## src/include/video_settings.svh

```systemverilog
`ifndef VIDEO_SETTINGS_SVH
`define VIDEO_SETTINGS_SVH

// ~~~~~~~~~~~~~~~~~~~~~~~~~~~~~~
// raster geometry in pixel ticks and lines.
// ~~~~~~~~~~~~~~~~~~~~~~~~~~~~~~
`define HTOTAL      512
`define VTOTAL      262

// horizontal blanking covers hdump >= HB_START and hdump < HB_END.
`define HB_START    448
`define HB_END      64

// horizontal sync lasts 36 ticks around the line wrap.
`define HS_SET      'h1DC
`define HS_CLR      0

// vertical sync is set on line 0x100 and cleared on line 1.
`define VS_SET      'h100
`define VS_CLR      1

// ~~~~~~~~~~~~~~~~~~~~~~~~~~~~~~
// lines VB_FIRST to VB_LAST are the 224 visible lines.
`define VB_FIRST    15
`define VB_LAST     238

// colour code that lets the layer below show through.
`define TRANSPARENT 15

// line shown by vdump right after reset.
`define VRESET      261

`endif

```

## src/source/videoPixelPkg.sv

```systemverilog
`include "video_settings.svh"

package videoPixelPkg;

    // ~~~~~~~~~~~~~~~~~~~~~~~~~~~~~~
    // field widths shared by every pixel format.
    // ~~~~~~~~~~~~~~~~~~~~~~~~~~~~~~
    localparam int palWidth    = 5;             // palette select within a layer.
    localparam int colourWidth = 4;             // colour code within a palette.

    typedef logic [palWidth-1:0]    palette_t;
    typedef logic [colourWidth-1:0] colour_t;

    // layer code carried in the top bits of the output index.
    typedef enum logic [1:0] {
        layerBack = 2'd0,                       // backdrop fill.
        layerScr  = 2'd1,                       // scroll layer.
        layerObj  = 2'd2                        // object layer.
    } layer_e;

    // ~~~~~~~~~~~~~~~~~~~~~~~~~~~~~~
    // colour sits in the low bits of every struct.
    // ~~~~~~~~~~~~~~~~~~~~~~~~~~~~~~
    typedef struct packed {
        palette_t pal;                          // scroll palette.
        colour_t  colour;                       // scroll colour code.
    } scrPixel_t;

    typedef struct packed {
        logic     prio;                         // set when the object sits above scroll.
        palette_t pal;                          // object palette.
        colour_t  colour;                       // object colour code.
    } objPixel_t;

    typedef struct packed {
        layer_e   layer;                        // layer that won the pixel.
        palette_t pal;                          // palette of the winning layer.
        colour_t  colour;                       // colour of the winning layer.
    } palIndex_t;

    function automatic logic isOpaque(colour_t colour);
        return colour != colour_t'(`TRANSPARENT); // code 15 shows the layer below.
    endfunction

endpackage

```

## src/source/cpsVideoRegs.sv

```systemverilog
module cpsVideoRegs (
    input  logic                    clk,
    input  logic                    reset,
    input  logic                    regWrite,
    input  logic [2:0]              regAddr,
    input  logic [15:0]             regData,
    output videoPixelPkg::palIndex_t backdrop,
    output logic                    scrEnable,
    output logic                    objEnable
);

    import videoPixelPkg::*;

    // ~~~~~~~~~~~~~~~~~~~~~~~~~~~~~~
    // register map.
    // ~~~~~~~~~~~~~~~~~~~~~~~~~~~~~~
    localparam logic [2:0] backdropAddr = 3'd0; // palette and colour of the backdrop.
    localparam logic [2:0] enableAddr   = 3'd1; // bit 0 scroll on, bit 1 objects on.

    localparam int colourTop = colourWidth - 1;            // msb of the colour field.
    localparam int palTop    = palWidth + colourWidth - 1; // msb of the palette field.

    always_ff @(posedge clk) begin
        if (reset) begin
            backdrop  <= '0;                    // layer code zero marks the backdrop.
            scrEnable <= 1'b1;                  // both layers show after reset.
            objEnable <= 1'b1;
        end else if (regWrite) begin
            case (regAddr)
                backdropAddr: begin
                    backdrop.layer  <= layerBack;  // the layer code is fixed here.
                    backdrop.pal    <= regData[palTop:colourWidth];
                    backdrop.colour <= regData[colourTop:0];
                end
                enableAddr: begin
                    scrEnable <= regData[0];    // scroll layer on.
                    objEnable <= regData[1];    // object layer on.
                end
                default: begin
                    // other addresses have no register behind them.
                end
            endcase
        end
    end

endmodule

```

## config.mk

```make
export PLATFORM = sky130hd
export DESIGN_NAME = cpsVideoRegs
export DESIGN_NICKNAME = d
export VERILOG_FILES = /design/src/source/videoPixelPkg.sv /design/src/source/cpsVideoRegs.sv
export VERILOG_INCLUDE_DIRS = /design/src /design/src/include
export SDC_FILE = /design/constraint.sdc
export NUM_CORES = 1
export LEC_CHECK = 0
export BUFFER_PORTS_ARGS = -buffer_cell sky130_fd_sc_hd__buf_2
export CORE_AREA = 2 2 39 41
export DETAILED_ROUTE_END_ITERATION = 10
export DIE_AREA = 0 0 41 43
export PLACE_DENSITY = 0.75
export REMOVE_ABC_BUFFERS = 1
export SETUP_SLACK_MARGIN = 0.3
export SLEW_MARGIN = 10
export SYNTH_ARGS = -nofsm -noshare
export SYNTH_HDL_FRONTEND = slang
export SYNTH_SLANG_ARGS = --single-unit
export TNS_END_PERCENT = 50
```

## constraint.sdc

```tcl
create_clock -name clk -period 1.6 [get_ports clk]
set_input_delay 0.16 -clock clk [delete_from_list [all_inputs] [get_ports clk]]
set_output_delay 0.16 -clock clk [all_outputs]
set_load 0.005 [all_outputs]
```

==> results.sh <==
export IMPL_status="finished, final reports clean"
export IMPL_grt_max_degree=23
export IMPL_die_height_um=43
export IMPL_finalSetupViolations=0
export IMPL_critPathMaxFanout=2
export IMPL_cts_tree="yes"
export IMPL_place_gp_congestion=0.600
export IMPL_dp_hpwl_um=748
export IMPL_post_cts_buffers=0
export IMPL_port_buffers=25
export IMPL_switchingPower_mw=0.116
export IMPL_cp_top_family="flip-flops"
export IMPL_skew_ps=0
export IMPL_synth_area_um2=532
export IMPL_drive_gt1_share_pct=38.5
export IMPL_synthCells=52
export IMPL_switching_share_pct=22.1
export IMPL_cts_buffers=3
export IMPL_fin_hold_ws_ps=151
export IMPL_drtPass1Iterations=3
export IMPL_tns_ps=0
export IMPL_wl_per_cell_um=10.4
export IMPL_timing_hold_violations_final=0
export IMPL_fin_area_um2=681
export IMPL_cts_hold_buffers=0
export IMPL_drt_vias_per_instance=4.45
export IMPL_timing_fmax_mhz=1140
export IMPL_intPower_mw=0.411
export IMPL_r2r_slack_ps=1000
export IMPL_p_clk_share_pct=34.8
export IMPL_avgSynthCellArea_um2=10.2
export IMPL_die_x_um=41
export IMPL_grt_pass1_wl_um=1370
export IMPL_final_cell_mix="buf_2 (25), nand2b_1 (18), mux2i_1 (11), dfxtp_1 (11), nor2_1 (4)"
export IMPL_postRouteAntennaNets=0
export IMPL_vias=418
export IMPL_place_area_um2=654
export IMPL_worstPathCellList="buf_2"
export IMPL_ir_drop_v=0.000404
export IMPL_drv_cap=0
export IMPL_final_common_cell="buf_2"
export IMPL_drc=0
export IMPL_leakagePower_nw=0.304
export IMPL_grt_pass1_vias=356
export IMPL_cts_resized=0
export IMPL_fin_crit_ps=876
export IMPL_worstPathRequired_ps=1440
export IMPL_h_tree_depth=1
export IMPL_clkTransAtPathRegs_ps=70
export IMPL_core_um2=1380
export IMPL_clkLatencyLatePin_ps=260
export IMPL_ys_ff_latch=11
export IMPL_grt_antenna_before_repair=0
export IMPL_start_util_pct=38.4
export IMPL_yosysSeqAreaShare_pct=41.4
export IMPL_yosysWarnings=0
export IMPL_rsz0062_at_grt="false"
export IMPL_cts_root_buffer="clkbuf_4"
export IMPL_ios=35
export IMPL_track_usage_pct=11.9
export IMPL_crit_buf_inv=1
export IMPL_cts_sinks=11
export IMPL_nFillCells=132
export IMPL_drt_iter0_drc=3
export IMPL_drv_slew=0
export IMPL_p_per_area_nw_per_um2=774
export IMPL_end_kind="output port"
export IMPL_power_mw=0.527
export IMPL_clock_path_buffers=2
export IMPL_p_seq_share_pct=53.6
export IMPL_totalWireLength_um=975
export IMPL_period_share_pct=54.8
export IMPL_area_growth_pct=28.0
export IMPL_critPathMaxStageDelay_ps=340
export IMPL_cp_slowest_cell="dfxtp_1"
export IMPL_die_area_um2=1760
export IMPL_synth_cell_type_count=10
export IMPL_grt_overflow_total=0
export IMPL_hp_class="input port to register"
export IMPL_antenna_cells=0
export IMPL_cp_arrival_ps=720
export IMPL_comb_power_share_pct=11.6
export IMPL_cp_start_kind="register"
export IMPL_fp_row_count=14
export IMPL_critPathKind="register to output port"
export IMPL_nets=101
## worst register-to-register path: stages, from the launching register on
cell,delay (ps)
dfxtp_1,310
nor2_1,100
mux2i_1,80
## synth_stat cells
| master | n | share of area, % |
|---|---|---|
| nor2_1 | 4 | 2.8 |
| nand2b_1 | 18 | 21 |
| and4bb_1 | 1 | 2.4 |
| buf_4 | 2 | 2.8 |
| buf_6 | 1 | 2.1 |
| conb_1 | 1 | 0.71 |
| mux2i_1 | 11 | 21 |
| dfxtp_1 | 11 | 41 |
| nor4b_4 | 1 | 4.5 |
| clkbuf_1 | 2 | 1.4 |
## path summary, 6_finish.rpt
kind	start	end	cells after the start
max	backdrop[8]$_SDFFE_PP0P_	backdrop[8]	1
min reg2reg	backdrop[1]$_SDFFE_PP0P_	backdrop[1]$_SDFFE_PP0P_	2
max reg2reg	scrEnable$_SDFFE_PP1P_	scrEnable$_SDFFE_PP1P_	2
min	regData[5]	backdrop[5]$_SDFFE_PP0P_	3
## cells by family (layout without fill, tap and decap cells)
family | after synthesis | after routing | share of synthesized area [%]
other | 1 | 2 | 0.705
multiplexers | 11 | 11 | 20.7
flip-flops | 11 | 11 | 41.4
AND/OR/NAND/NOR | 24 | 24 | 30.8
buffers and inverters | 5 | 30 | 6.35
## registers in the layout, indices dropped and copies added, names as in the netlist
register	count
objEnable	1
backdrop	9
scrEnable	1
## power groups by stage
stage                     Clock, mW  Sequential, mW  Combinational [mW]
final                         0.183           0.283              0.0612
after global routing          0.200           0.283              0.0678
after floorplan                   0           0.290              0.0265
after CTS                     0.195           0.283              0.0623
after detailed placement          0           0.289              0.0620
after global placement            0           0.289              0.0601
## final cells by class
class	instances	area, um^2	area share (%)
tap	16	20.0	2.94
multi-input combinational	37	282	41.4
clock buffer	4	26.3	3.86
timing repair buffer	26	133	19.5
sequential	11	220	32.4
## per-stage QoR
stage          util (%)  setup slack [ps]  instances
2_1_floorplan         -               541         48
3_3_place_gp       47.3               561         90
3_5_place_dp       47.3               512         90
4_1_cts            49.2               708         94
5_1_grt            49.2               685         94
6_report           49.2               724         94
## layer usage
metal	up-vias	share of wire (%)	track usage, %
met3	2	8.0	1.57
met4	0	1.7	12.0
met5	-	0	0
li1	216	-	-
met1	182	43	12.4
met2	18	48	18.4
Note: power is estimated with default switching activity, not from simulation.
