### config.mk
export PLATFORM = sky130hd
export DESIGN_NAME = cpsLayerMix
export DESIGN_NICKNAME = d
export VERILOG_FILES = /design/src/source/videoPixelPkg.sv /design/src/source/cpsLayerMix.sv
export VERILOG_INCLUDE_DIRS = /design/src /design/src/include
export SDC_FILE = /design/constraint.sdc
export NUM_CORES = 1
export LEC_CHECK = 0
export BUFFER_PORTS_ARGS = -buffer_cell sky130_fd_sc_hd__buf_2
export CAP_MARGIN = 15
export CORE_MARGIN = 3
export CORE_UTILIZATION = 35
export CTS_CLUSTER_DIAMETER = 150
export CTS_CLUSTER_SIZE = 24
export DETAILED_ROUTE_END_ITERATION = 10
export GPL_TIMING_DRIVEN = 1
export PLACE_DENSITY = 0.62
export SYNTH_ARGS = -nofsm -noshare
export SYNTH_HDL_FRONTEND = slang
export SYNTH_SLANG_ARGS = --single-unit
### constraint.sdc
create_clock -name clk -period 3.07 [get_ports clk]
set_clock_uncertainty 0.15 [all_clocks]
set_input_delay 0.307 -clock clk [delete_from_list [all_inputs] [get_ports clk]]
set_output_delay 0.307 -clock clk [all_outputs]
set_load 0.01 [all_outputs]
### src/include/video_settings.svh
`ifndef VIDEO_SETTINGS_SVH
`define VIDEO_SETTINGS_SVH

// ~~~~~~~~~~~~~~~~~~~~~~~~~~~~~~
// raster geometry in pixel ticks and lines.
// ~~~~~~~~~~~~~~~~~~~~~~~~~~~~~~
`define HTOTAL      512
`define VTOTAL      262

// horizontal blanking covers hdump >= HB_START and hdump < HB_END.
`define HB_START    448
`define HB_END      64

// horizontal sync lasts 36 ticks around the line wrap.
`define HS_SET      'h1DC
`define HS_CLR      0

// vertical sync is set on line 0x100 and cleared on line 1.
`define VS_SET      'h100
`define VS_CLR      1

// ~~~~~~~~~~~~~~~~~~~~~~~~~~~~~~
// lines VB_FIRST to VB_LAST are the 224 visible lines.
`define VB_FIRST    15
`define VB_LAST     238

// colour code that lets the layer below show through.
`define TRANSPARENT 15

// line shown by vdump right after reset.
`define VRESET      261

`endif

### src/source/videoPixelPkg.sv
`include "video_settings.svh"

package videoPixelPkg;

    // ~~~~~~~~~~~~~~~~~~~~~~~~~~~~~~
    // field widths shared by every pixel format.
    // ~~~~~~~~~~~~~~~~~~~~~~~~~~~~~~
    localparam int palWidth    = 5;             // palette select within a layer.
    localparam int colourWidth = 4;             // colour code within a palette.

    typedef logic [palWidth-1:0]    palette_t;
    typedef logic [colourWidth-1:0] colour_t;

    // layer code carried in the top bits of the output index.
    typedef enum logic [1:0] {
        layerBack = 2'd0,                       // backdrop fill.
        layerScr  = 2'd1,                       // scroll layer.
        layerObj  = 2'd2                        // object layer.
    } layer_e;

    // ~~~~~~~~~~~~~~~~~~~~~~~~~~~~~~
    // colour sits in the low bits of every struct.
    // ~~~~~~~~~~~~~~~~~~~~~~~~~~~~~~
    typedef struct packed {
        palette_t pal;                          // scroll palette.
        colour_t  colour;                       // scroll colour code.
    } scrPixel_t;

    typedef struct packed {
        logic     prio;                         // set when the object sits above scroll.
        palette_t pal;                          // object palette.
        colour_t  colour;                       // object colour code.
    } objPixel_t;

    typedef struct packed {
        layer_e   layer;                        // layer that won the pixel.
        palette_t pal;                          // palette of the winning layer.
        colour_t  colour;                       // colour of the winning layer.
    } palIndex_t;

    function automatic logic isOpaque(colour_t colour);
        return colour != colour_t'(`TRANSPARENT); // code 15 shows the layer below.
    endfunction

endpackage

### src/source/cpsLayerMix.sv
module cpsLayerMix (
    input  logic                     clk,
    input  logic                     reset,
    input  logic                     cen8,
    input  videoPixelPkg::scrPixel_t scrPixel,
    input  videoPixelPkg::objPixel_t objPixel,
    input  videoPixelPkg::palIndex_t backdrop,
    input  logic                     scrEnable,
    input  logic                     objEnable,
    input  logic                     hs,
    input  logic                     vs,
    input  logic                     hb,
    input  logic                     vb,
    output videoPixelPkg::palIndex_t pixIndex,
    output logic                     hsOut,
    output logic                     vsOut,
    output logic                     hbOut,
    output logic                     vbOut
);

    import videoPixelPkg::*;

    logic      hsDelay;                         // first stage of the sync delay.
    logic      vsDelay;
    logic      hbDelay;                         // first stage of the blank delay.
    logic      vbDelay;
    logic      blanking;                        // blank state that matches the pixel.
    logic      scrShows;                        // scroll pixel is on and opaque.
    logic      objWins;                         // object pixel takes the position.
    palIndex_t mixIndex;                        // result before the output register.

    // ~~~~~~~~~~~~~~~~~~~~~~~~~~~~~~
    // priority rule.
    // ~~~~~~~~~~~~~~~~~~~~~~~~~~~~~~
    assign blanking = hbDelay || vbDelay;       // same blank that reaches hbOut and vbOut.
    assign scrShows = scrEnable && isOpaque(scrPixel.colour);
    assign objWins  = objEnable && isOpaque(objPixel.colour) && (objPixel.prio || !scrShows);

    always_comb begin
        if (blanking) begin
            mixIndex = backdrop;                // blanking shows only the backdrop.
        end else if (objWins) begin
            mixIndex = '{layer: layerObj, pal: objPixel.pal, colour: objPixel.colour};
        end else if (scrShows) begin
            mixIndex = '{layer: layerScr, pal: scrPixel.pal, colour: scrPixel.colour};
        end else begin
            mixIndex = backdrop;                // nothing opaque on this position.
        end
    end

    // ~~~~~~~~~~~~~~~~~~~~~~~~~~~~~~
    // output stage two ticks behind hdump.
    always_ff @(posedge clk) begin
        if (reset) begin
            pixIndex <= '0;                     // matches the backdrop after reset.
            hsDelay  <= 1'b0;
            vsDelay  <= 1'b0;
            hbDelay  <= 1'b1;
            vbDelay  <= 1'b1;
            hsOut    <= 1'b0;
            vsOut    <= 1'b0;
            hbOut    <= 1'b1;
            vbOut    <= 1'b1;
        end else if (cen8) begin
            pixIndex <= mixIndex;               // the buffers already spent one tick.
            hsDelay  <= hs;
            vsDelay  <= vs;
            hbDelay  <= hb;
            vbDelay  <= vb;
            hsOut    <= hsDelay;                // two ticks keep sync in step with colour.
            vsOut    <= vsDelay;
            hbOut    <= hbDelay;
            vbOut    <= vbDelay;
        end
    end

endmodule

==> impl_metrics.tcl <==
set metrics [dict create \
    status "finished, final reports clean" \
    clock_latency_ns 0.30 \
    fillerInstances 364 \
    synth_top_area_frac 0.304 \
    avgSynthCellArea_sq_um 8.68 \
    grt.total_usage 0.153 \
    synth_warnings 0 \
    synth_seq_cells 19 \
    slew_violations 0 \
    rsz0062_at_grt "false" \
    antenna_found_initial 0 \
    worst_pin_slew_ns 0.617 \
    ir_drop_mv 0.219 \
    initial_core_util 0.369 \
    rr_worst_depth 4 \
    postCtsSetupRepairBufs 0 \
    place_congestion 0.851 \
    die_area_sq_um 4320 \
    cp.required_ns 3.16 \
    slew_headroom 0.588 \
    fp-row-count 21 \
    totalWireLength_mm 3.37 \
    yosysUniqueCellTypes 29 \
    hold_buffers 0 \
    via_per_inst 5.28 \
    slowest_delay_ns 0.52 \
    vias 1246 \
    die_w_um 65.8 \
    grt_pass1_wl_mm 5.22 \
    fin_hold_ws_ns 0.0506 \
    hold_depth 2 \
    htreeDepth 1 \
    gr-total-overflow 0 \
    power_density_nw_per_um2 362 \
    min_period_over_period 0.562 \
    hold_viol_final 0 \
    antenna_left 0 \
    min_to "vbDelay$_SDFFE_PP1P_" \
    nets 230 \
    cpMaxStageDelayCell "nor2_1" \
    crit_arrival_ns 1.81 \
    r2r_end "pixIndex[9]$_SDFFE_PP0P_" \
    cts_buffer_depth 2 \
    syn_area_sq_um 1250 \
    crit_buf_inv 0 \
    leakage_nw 0.728 \
    cp_max_fo 11 \
    wl_per_cell_um 14.3 \
    regToRegStartpoint "vbDelay$_SDFFE_PP1P_" \
    hold_start "vb" \
    hpwl_mm 2.50 \
    syn_to_final_growth_pct 22.2 \
    cts_tree "built" \
    setup_slack_ns 1.34 \
    drc_errors 0 \
    end_kind "register" \
    grt_max_degree 35 \
    coreArea_sq_um 3390 \
    dp_slack_ns 1.20 \
    finalCriticalPeriod_ns 1.73 \
    maxCapViolCount 0 \
    clock.fmax_mhz 580 \
    most-common-layout-cells "53 x buf_2, 19 x dfxtp_1, 14 x a21oi_1, 13 x nand2_1, 10 x inv_1" \
    synth_top_cell_by_area "dfxtp_1" \
    io_pins 54 \
    placed_cell_area_sq_um 1500 \
    antenna_cells 0 \
    r2r_slack_ns 1.34 \
    clock-sinks 19 \
    finalSetupTns_ns 0 \
    synth_area_leaders "dfxtp_1 30%, mux2i_1 7.2%, a211o_1 5.6%, a21oi_1 5.6%, o41ai_2 5.2%" \
    syn_nets 183 \
    drt-pass1-iter-count 4 \
    ys_seq_area_frac 0.304 \
    crit_path_start_kind "register" \
    path_delay_family "simple AND/OR/NAND/NOR gates" \
    grt_pass1_vias 1234 \
    path_cells "nor2_1 > nand3_1 > a31o_2 > o22ai_1" \
    postLayoutCellArea_sq_um 1530 \
    drive_gt1_frac 0.395 \
    clk_pin_slew_worst_paths_ns 0.12 \
    total_power_mw 0.553 \
    io_buffers 53 \
    min_path_type "in -> reg" \
    syn_inst 144 \
    first_iter_violations 101 \
    post_cts_resized 0 \
    fp.dieH_um 65.8 \
    clock-root-buffer "clkbuf_4" \
    layout_commonest_cell "buf_2" \
    numCtsBuffers 3 \
    report.final.setup_viol 0 \
    worst-setup-path-type "reg -> reg" \
]
## per-layer routing
metal | wire [um] | vias to the layer above | track usage | part of all wire
met3 | 192 | 4 | 0.0239 | 0.057
met2 | 1680 | 34 | 0.283 | 0.50
met1 | 1460 | 582 | 0.178 | 0.43
met5 | 0 | - | 0 | 0
li1 | - | 626 | - | -
met4 | 40 | 0 | 0.0466 | 0.012
## Yosys cell counts, drive strengths merged
library cell	instances
a2111oi	4
a211o	8
a21oi	14
a22oi	1
a31o	1
a31oi	1
and4	5
buf	7
clkbuf	4
dfxtp	19
inv	10
mux2i	9
nand2	13
nand2b	2
nand3	6
nand4	2
nor2	5
nor2b	5
nor3	5
o21ai	5
o21ba	4
o21bai	5
o22ai	2
o311a	1
o41ai	5
or2	1
## area by class of cell
type | instances | area [sq um] | share of cell area
clock inverter | 1 | 7.51 | 0.00491
inverter | 10 | 37.5 | 0.0246
multi-input combinational | 104 | 757 | 0.495
tap | 46 | 57.6 | 0.0377
clock buffer | 3 | 22.5 | 0.0147
timing repair buffer | 53 | 265 | 0.174
sequential | 19 | 380 | 0.249
## logic make-up (layout without fill, tap and decap cells)
group,count (synthesis),after routing,synth area share
buffers and inverters,21,67,0.0901
AO/OA/AOI/OAI,51,51,0.346
multiplexers,9,9,0.0721
AND/OR/NAND/NOR,44,44,0.187
flip-flops,19,19,0.304
## where the power goes
group	switching [mW]	internal (mW)
Sequential	0.0116	0.264
Combinational	0.0772	0.0627
Clock	0.0879	0.0496
## worst reg2reg max path, cell delays in order (launching register included)
cell     delay [ns]
dfxtp_1        0.41
nor2_1         0.52
nand3_1        0.19
a31o_2         0.25
o22ai_1        0.14
## state kept, by name (all words and copies together) (netlist names)
signal	count
vsOut	1
vsDelay	1
vbDelay	1
vbOut	1
hsDelay	1
hbOut	1
hbDelay	1
pixIndex	11
hsOut	1
## how the worst max path moves through the flow
stage | from | end | slack, ns | depth (start not counted)
2_1_floorplan | scrPixel[2] | pixIndex[0]$_SDFFE_PP0P_ | 1.52 | 4
5_1_grt | vbDelay$_SDFFE_PP1P_ | pixIndex[9]$_SDFFE_PP0P_ | 1.21 | 4
6_report | vbDelay$_SDFFE_PP1P_ | pixIndex[9]$_SDFFE_PP0P_ | 1.34 | 4
3_3_place_gp | scrEnable | pixIndex[3]$_SDFFE_PP0P_ | 1.24 | 5
4_1_cts | vbDelay$_SDFFE_PP1P_ | pixIndex[9]$_SDFFE_PP0P_ | 1.36 | 4
3_5_place_dp | scrEnable | pixIndex[1]$_SDFFE_PP0P_ | 1.20 | 5
## per-stage QoR
stage,util,instances
final,0.451,236
after global placement,0.442,232
after detailed placement,0.442,232
after floorplan,-,144
after CTS,0.451,236
after global routing,0.451,236
(Power assumes the default switching activity.)
