**src/include/video_settings.svh**
```systemverilog
`ifndef VIDEO_SETTINGS_SVH
`define VIDEO_SETTINGS_SVH

// ~~~~~~~~~~~~~~~~~~~~~~~~~~~~~~
// raster geometry in pixel ticks and lines.
// ~~~~~~~~~~~~~~~~~~~~~~~~~~~~~~
`define HTOTAL      512
`define VTOTAL      262

// horizontal blanking covers hdump >= HB_START and hdump < HB_END.
`define HB_START    448
`define HB_END      64

// horizontal sync lasts 36 ticks around the line wrap.
`define HS_SET      'h1DC
`define HS_CLR      0

// vertical sync is set on line 0x100 and cleared on line 1.
`define VS_SET      'h100
`define VS_CLR      1

// ~~~~~~~~~~~~~~~~~~~~~~~~~~~~~~
// lines VB_FIRST to VB_LAST are the 224 visible lines.
`define VB_FIRST    15
`define VB_LAST     238

// colour code that lets the layer below show through.
`define TRANSPARENT 15

// line shown by vdump right after reset.
`define VRESET      261

`endif

```
**src/source/videoTimingPkg.sv**
```systemverilog
`include "video_settings.svh"

package videoTimingPkg;

    // ~~~~~~~~~~~~~~~~~~~~~~~~~~~~~~
    // counter widths follow the raster size.
    // ~~~~~~~~~~~~~~~~~~~~~~~~~~~~~~
    localparam int hWidth = $clog2(`HTOTAL);    // 9 bits cover 512 pixel ticks.
    localparam int vWidth = $clog2(`VTOTAL);    // 9 bits cover 262 lines.

    // horizontal position within a line.
    typedef logic [hWidth-1:0] hcount_t;

    // line number within a frame.
    typedef logic [vWidth-1:0] vcount_t;

    // ~~~~~~~~~~~~~~~~~~~~~~~~~~~~~~
    // line buffers alternate banks on every line.
    // ~~~~~~~~~~~~~~~~~~~~~~~~~~~~~~
    function automatic logic lineBank(vcount_t line);
        return line[0];                         // even and odd lines use opposite banks.
    endfunction

endpackage

```
**src/source/cpsTiming.sv**
```systemverilog
`include "video_settings.svh"

module cpsTiming (
    input  logic                    clk,
    input  logic                    reset,
    input  logic                    cen8,
    output videoTimingPkg::hcount_t hdump,
    output videoTimingPkg::vcount_t vdump,
    output videoTimingPkg::vcount_t vrender,
    output videoTimingPkg::vcount_t vrender1,
    output logic                    start,
    output logic                    hs,
    output logic                    vs,
    output logic                    hb,
    output logic                    vb
);

    import videoTimingPkg::*;

    logic preVb;                                // vertical blank staged for the next line.
    logic lineEnd;                              // last tick of the current line.
    logic hBlankNext;                           // horizontal blank for the current position.
    logic vBlankNext;                           // vertical blank for the shown line.

    // ~~~~~~~~~~~~~~~~~~~~~~~~~~~~~~
    // decode of the current counter values.
    // ~~~~~~~~~~~~~~~~~~~~~~~~~~~~~~
    assign lineEnd    = hdump == hcount_t'(`HTOTAL - 1);
    assign hBlankNext = (hdump >= hcount_t'(`HB_START)) || (hdump < hcount_t'(`HB_END));
    assign vBlankNext = (vdump < vcount_t'(`VB_FIRST)) || (vdump > vcount_t'(`VB_LAST));

    always_ff @(posedge clk) begin
        if (reset) begin
            hdump    <= '0;
            vdump    <= vcount_t'(`VRESET);     // the frame opens inside vertical blank.
            vrender  <= '0;
            vrender1 <= '0;
            start    <= 1'b0;
            hs       <= 1'b0;
            vs       <= 1'b0;
            hb       <= 1'b1;
            vb       <= 1'b1;
            preVb    <= 1'b1;
        end else if (cen8) begin
            start <= lineEnd;                   // one tick pulse as the new line opens.
            hb    <= hBlankNext;                // lags the counter by one tick.
            preVb <= vBlankNext;                // only reaches vb at the line wrap.

            // ~~~~~~~~~~~~~~~~~~~~~~~~~~~~~~
            // sync pulses.
            if (hdump == hcount_t'(`HS_SET)) begin
                hs <= 1'b1;                     // 36 ticks before the wrap.
            end else if (hdump == hcount_t'(`HS_CLR)) begin
                hs <= 1'b0;                     // ends one tick into the new line.
            end
            if (vdump == vcount_t'(`VS_SET)) begin
                vs <= 1'b1;
            end else if (vdump == vcount_t'(`VS_CLR)) begin
                vs <= 1'b0;
            end

            // ~~~~~~~~~~~~~~~~~~~~~~~~~~~~~~
            // line counters form a chain so the renderer works one line ahead.
            if (lineEnd) begin
                hdump    <= '0;
                vrender1 <= (vrender1 == vcount_t'(`VTOTAL - 1)) ? '0 : vrender1 + 1'b1;
                vrender  <= vrender1;           // line being written to the buffers.
                vdump    <= vrender;            // line being read out and shown.
                vb       <= preVb;              // blank state of the line just finished.
            end else begin
                hdump <= hdump + 1'b1;
            end
        end
    end

endmodule

```
**config.mk**
```make
export PLATFORM = sky130hd
export DESIGN_NAME = cpsTiming
export DESIGN_NICKNAME = d
export VERILOG_FILES = /design/src/source/videoTimingPkg.sv /design/src/source/cpsTiming.sv
export VERILOG_INCLUDE_DIRS = /design/src /design/src/include
export SDC_FILE = /design/constraint.sdc
export NUM_CORES = 1
export LEC_CHECK = 0
export BUFFER_PORTS_ARGS = -buffer_cell sky130_fd_sc_hd__clkbuf_2
export CAP_MARGIN = 20
export CORE_ASPECT_RATIO = 0.7
export CORE_MARGIN = 2
export CORE_UTILIZATION = 40
export CTS_CLUSTER_SIZE = 24
export DETAILED_ROUTE_END_ITERATION = 7
export MAX_ROUTING_LAYER = met4
export SETUP_SLACK_MARGIN = 0.4
export SYNTH_ARGS = -nofsm -noshare
export SYNTH_HDL_FRONTEND = slang
export SYNTH_SLANG_ARGS = --single-unit
```
**constraint.sdc**
```tcl
create_clock -name clk -period 1.9 [get_ports clk]
set_clock_uncertainty 0.05 [all_clocks]
set_input_delay 0 -clock clk [delete_from_list [all_inputs] [get_ports clk]]
set_output_delay 0 -clock clk [all_outputs]
set_load 0.005 [all_outputs]
```
==> impl_metrics.py <==
metrics = {
    "run_status": {
        "status": "completed",
    },
    "clock_tree": {
        "tritoncts": "built",
        "clock_latency_ps": 300,
        "hold_buffers": 0,
        "clk_pin_slew_ps": 80,
        "ctsHtreeMaxLevel": 2,
        "cts_root_buf": "clkbuf_8",
        "cts_buffers": 5,
        "clock_path_buffers": 2,
        "numClockSinks": 42,
    },
    "sta": {
        "rsz0062_at_grt": "true",
        "hold_viol": 0,
        "drv_slew": 0,
        "timing.final.crit_share_pct": 93.4,
        "fin_ws_ps": 125,
        "post-route-min-period_ps": 1780,
        "timing.fmax_mhz": 563,
        "setup_tns_ps": 0,
        "hold_slack_ps": 112,
        "setup_viol": 0,
        "worstMarginPinSlew_ps": 492,
        "slew-limit-headroom_pct": 67.0,
    },
    "worst_hold_path": {
        "hold_path_class": "input pin to flop",
        "whs_endpoint": "hdump[1]",
        "holdPathStages": 3,
        "hold_start": "reset",
    },
    "die": {
        "die_w_microns": 84.9,
        "fp.dieArea_sq_um": 5150,
        "io_pins": 44,
        "start_util_pct": 41.9,
        "coreArea_sq_um": 4380,
        "rows": 20,
        "die-height_microns": 60.6,
    },
    "global_routing": {
        "grt_pass1_wl_mm": 8.04,
        "grt_use_met1_pct": 30.4,
        "grt_overflow_total": 0,
        "grt_pass1_vias": 1610,
        "grt_use_total_pct": 21.0,
        "antenna_found_initial": 0,
        "grt.busiest_layer": "met1",
        "grt_max_degree": 25,
        "grt_util_met3_pct": 4.35,
        "grt_use_met2_pct": 28.6,
    },
    "pwr": {
        "power.density_nw_per_um2": 618,
        "p_leak_nw": 1.08,
        "ir_drop_mv": 0.334,
    },
    "detailed_routing": {
        "postRouteAntennaNets": 0,
        "vias": 1881,
        "drt-initial-drc-count": 64,
        "drt_first_pass_iters": 4,
        "drt-total-wl_mm": 5.25,
        "drt_drc_violations_left": 0,
        "via_per_inst": 5.37,
        "routedWlPerCell_microns": 15.0,
    },
    "setup_path": {
        "critPathMostFrequentCell": "nand4_1",
        "worst_setup_path_start_kind": "flop",
        "slowest_delay_ps": 530,
        "cp_max_fo": 5,
        "crit_type": "flop to flop",
        "rrSetupSlack_ps": 120,
        "required_ps": 2090,
        "r2r-end": "vrender1[8]",
        "r2r_cells": 6,
        "crit_path_top_delay_cell": "or4_1",
        "path_cells": "nand4_1, nor2_4, ha_4, nand4_1, or4_1, a21oi_2",
        "end_kind": "flop",
        "r2r_start": "hdump[4]",
        "crit_arrival_ps": 1960,
    },
    "run": {
        "maxCapViolCount": 0,
    },
    "yosys": {
        "ys_warn_count": 0,
        "yosysUniqueCellTypes": 38,
        "synth_fp_nets": 227,
        "synth_area_per_cell_sq_um": 8.37,
        "mappedNetlistArea_sq_um": 1830,
        "ys_seq_elements": 42,
        "yosysSeqAreaShare_pct": 45.9,
        "synthCells": 219,
    },
    "layout": {
        "drive_gt1_share_pct": 44.1,
        "utilization_pct": 62.3,
        "layout_common_cells": "clkbuf_2, dfxtp_1, nand2_1, buf_4, a21oi_1",
        "antenna_cells": 0,
        "fin_nets": 303,
        "final_common_cell": "clkbuf_2",
        "synthToLayoutAreaGrowth_pct": 48.7,
    },
    "placed_design": {
        "dp_hpwl_mm": 3.42,
        "dp_slack_ps": 27.0,
        "port-buffer-count": 43,
        "gp_congestion": 0.866,
    },
}
-- Yosys cell counts, drive strengths merged --
| master | number | area share (%) |
|---|---|---|
| nor4b | 1 | 0.48 |
| nor2 | 9 | 2.0 |
| nand4b | 1 | 0.48 |
| o211ai | 3 | 1.2 |
| nand3b | 2 | 0.82 |
| o21ai | 9 | 2.5 |
| dfxtp | 42 | 46 |
| o31ai | 3 | 2.0 |
| nand4bb | 1 | 0.61 |
| nand3 | 11 | 3.0 |
| or3 | 9 | 3.1 |
| nand2 | 43 | 8.9 |
| and3 | 2 | 0.68 |
| clkinv | 1 | 0.20 |
| mux2i | 3 | 1.6 |
| nor3 | 2 | 0.55 |
| o31a | 1 | 0.48 |
| or4b | 1 | 0.75 |
| nand4 | 7 | 2.4 |
| a41oi | 1 | 0.48 |
| or4 | 3 | 1.2 |
| inv | 8 | 1.6 |
| o21a | 1 | 0.41 |
| clkbuf | 5 | 1.0 |
| nor3b | 1 | 0.41 |
| nand2b | 2 | 0.68 |
| ha | 5 | 3.4 |
| and4 | 1 | 0.48 |
| a21oi | 29 | 7.9 |
| buf | 4 | 1.4 |
| and2 | 1 | 0.34 |
| a21boi | 1 | 0.41 |
| xor2 | 4 | 1.9 |
| nor4 | 2 | 0.68 |
-- logic make-up (layout without fill, tap and decap cells) --
kind of cell	Yosys count	in the layout	synth area share [%]
AO/OA/AOI/OAI	48	48	15.4
AND/OR/NAND/NOR	99	99	27.6
multiplexers	3	3	1.64
buffers and inverters	18	94	4.23
flip-flops	42	42	45.9
XOR/XNOR	4	4	1.91
adder cells (fa/ha/maj)	5	5	3.41
-- state kept, by name, summed over array words and instances (netlist names) --
signal and flops:
hb 1, hdump 9, hs 1, preVb 1, start 1, vb 1
vdump 9, vrender 9, vrender1 9, vs 1
-- per-stage QoR --
step | instance area (sq um) | std cells | power [mW]
2_1_floorplan | 1880 | 219 | 0.948
3_3_place_gp | 2250 | 328 | 0.966
3_5_place_dp | 2250 | 328 | 0.967
4_1_cts | 2590 | 344 | 1.70
5_1_grt | 2730 | 350 | 1.74
6_report | 2730 | 350 | 1.69
-- layout make-up --
| cell class | count | area, sq um |
|---|---|---|
| clock buffer | 6 | 82.6 |
| inverter | 9 | 33.8 |
| clock inverter | 1 | 30.0 |
| fill | 395 | 1650 |
| sequential | 42 | 853 |
| tap | 55 | 68.8 |
| timing repair buffer | 78 | 532 |
| multi-input combinational | 159 | 1130 |
-- per-layer routing --
layer	vias to the layer above	routed length (microns)
met4	0	95
met1	886	2690
met3	9	299
met5	-	0
li1	921	-
met2	65	2170
-- worst max path at each step --
stage / to / startpoint / slack, ps
floorplan: vrender1[8] / hdump[0] / 110
global placement: vrender1[4] / hdump[1] / 90
detailed placement: vrender1[3] / hdump[1] / 30
CTS: vrender1[8] / hdump[1] / 120
global route: vrender1[8] / hdump[2] / 30
finish: vrender1[8] / hdump[4] / 120
-- critical path: cells and delay by family (launching register included) --
family / cells / cell delay (ps)
AND/OR/NAND/NOR: 4 / 1020
AO/OA/AOI/OAI: 1 / 130
adder cells (fa/ha/maj): 1 / 170
flip-flops: 1 / 330
-- where the power goes --
group          internal, mW  total [mW]  switching (mW)
clock                 0.420       0.719           0.299
combinational        0.0301      0.0808          0.0507
sequential            0.883       0.886         0.00354
-- timing repair --
item	4_1_cts	5_1_grt
resized for setup	39	20
pin swaps	21	12
buffers inserted	8	6
gates cloned	1	0
setup endpoints to repair	35	38
Power figures use the tool's default switching activity.
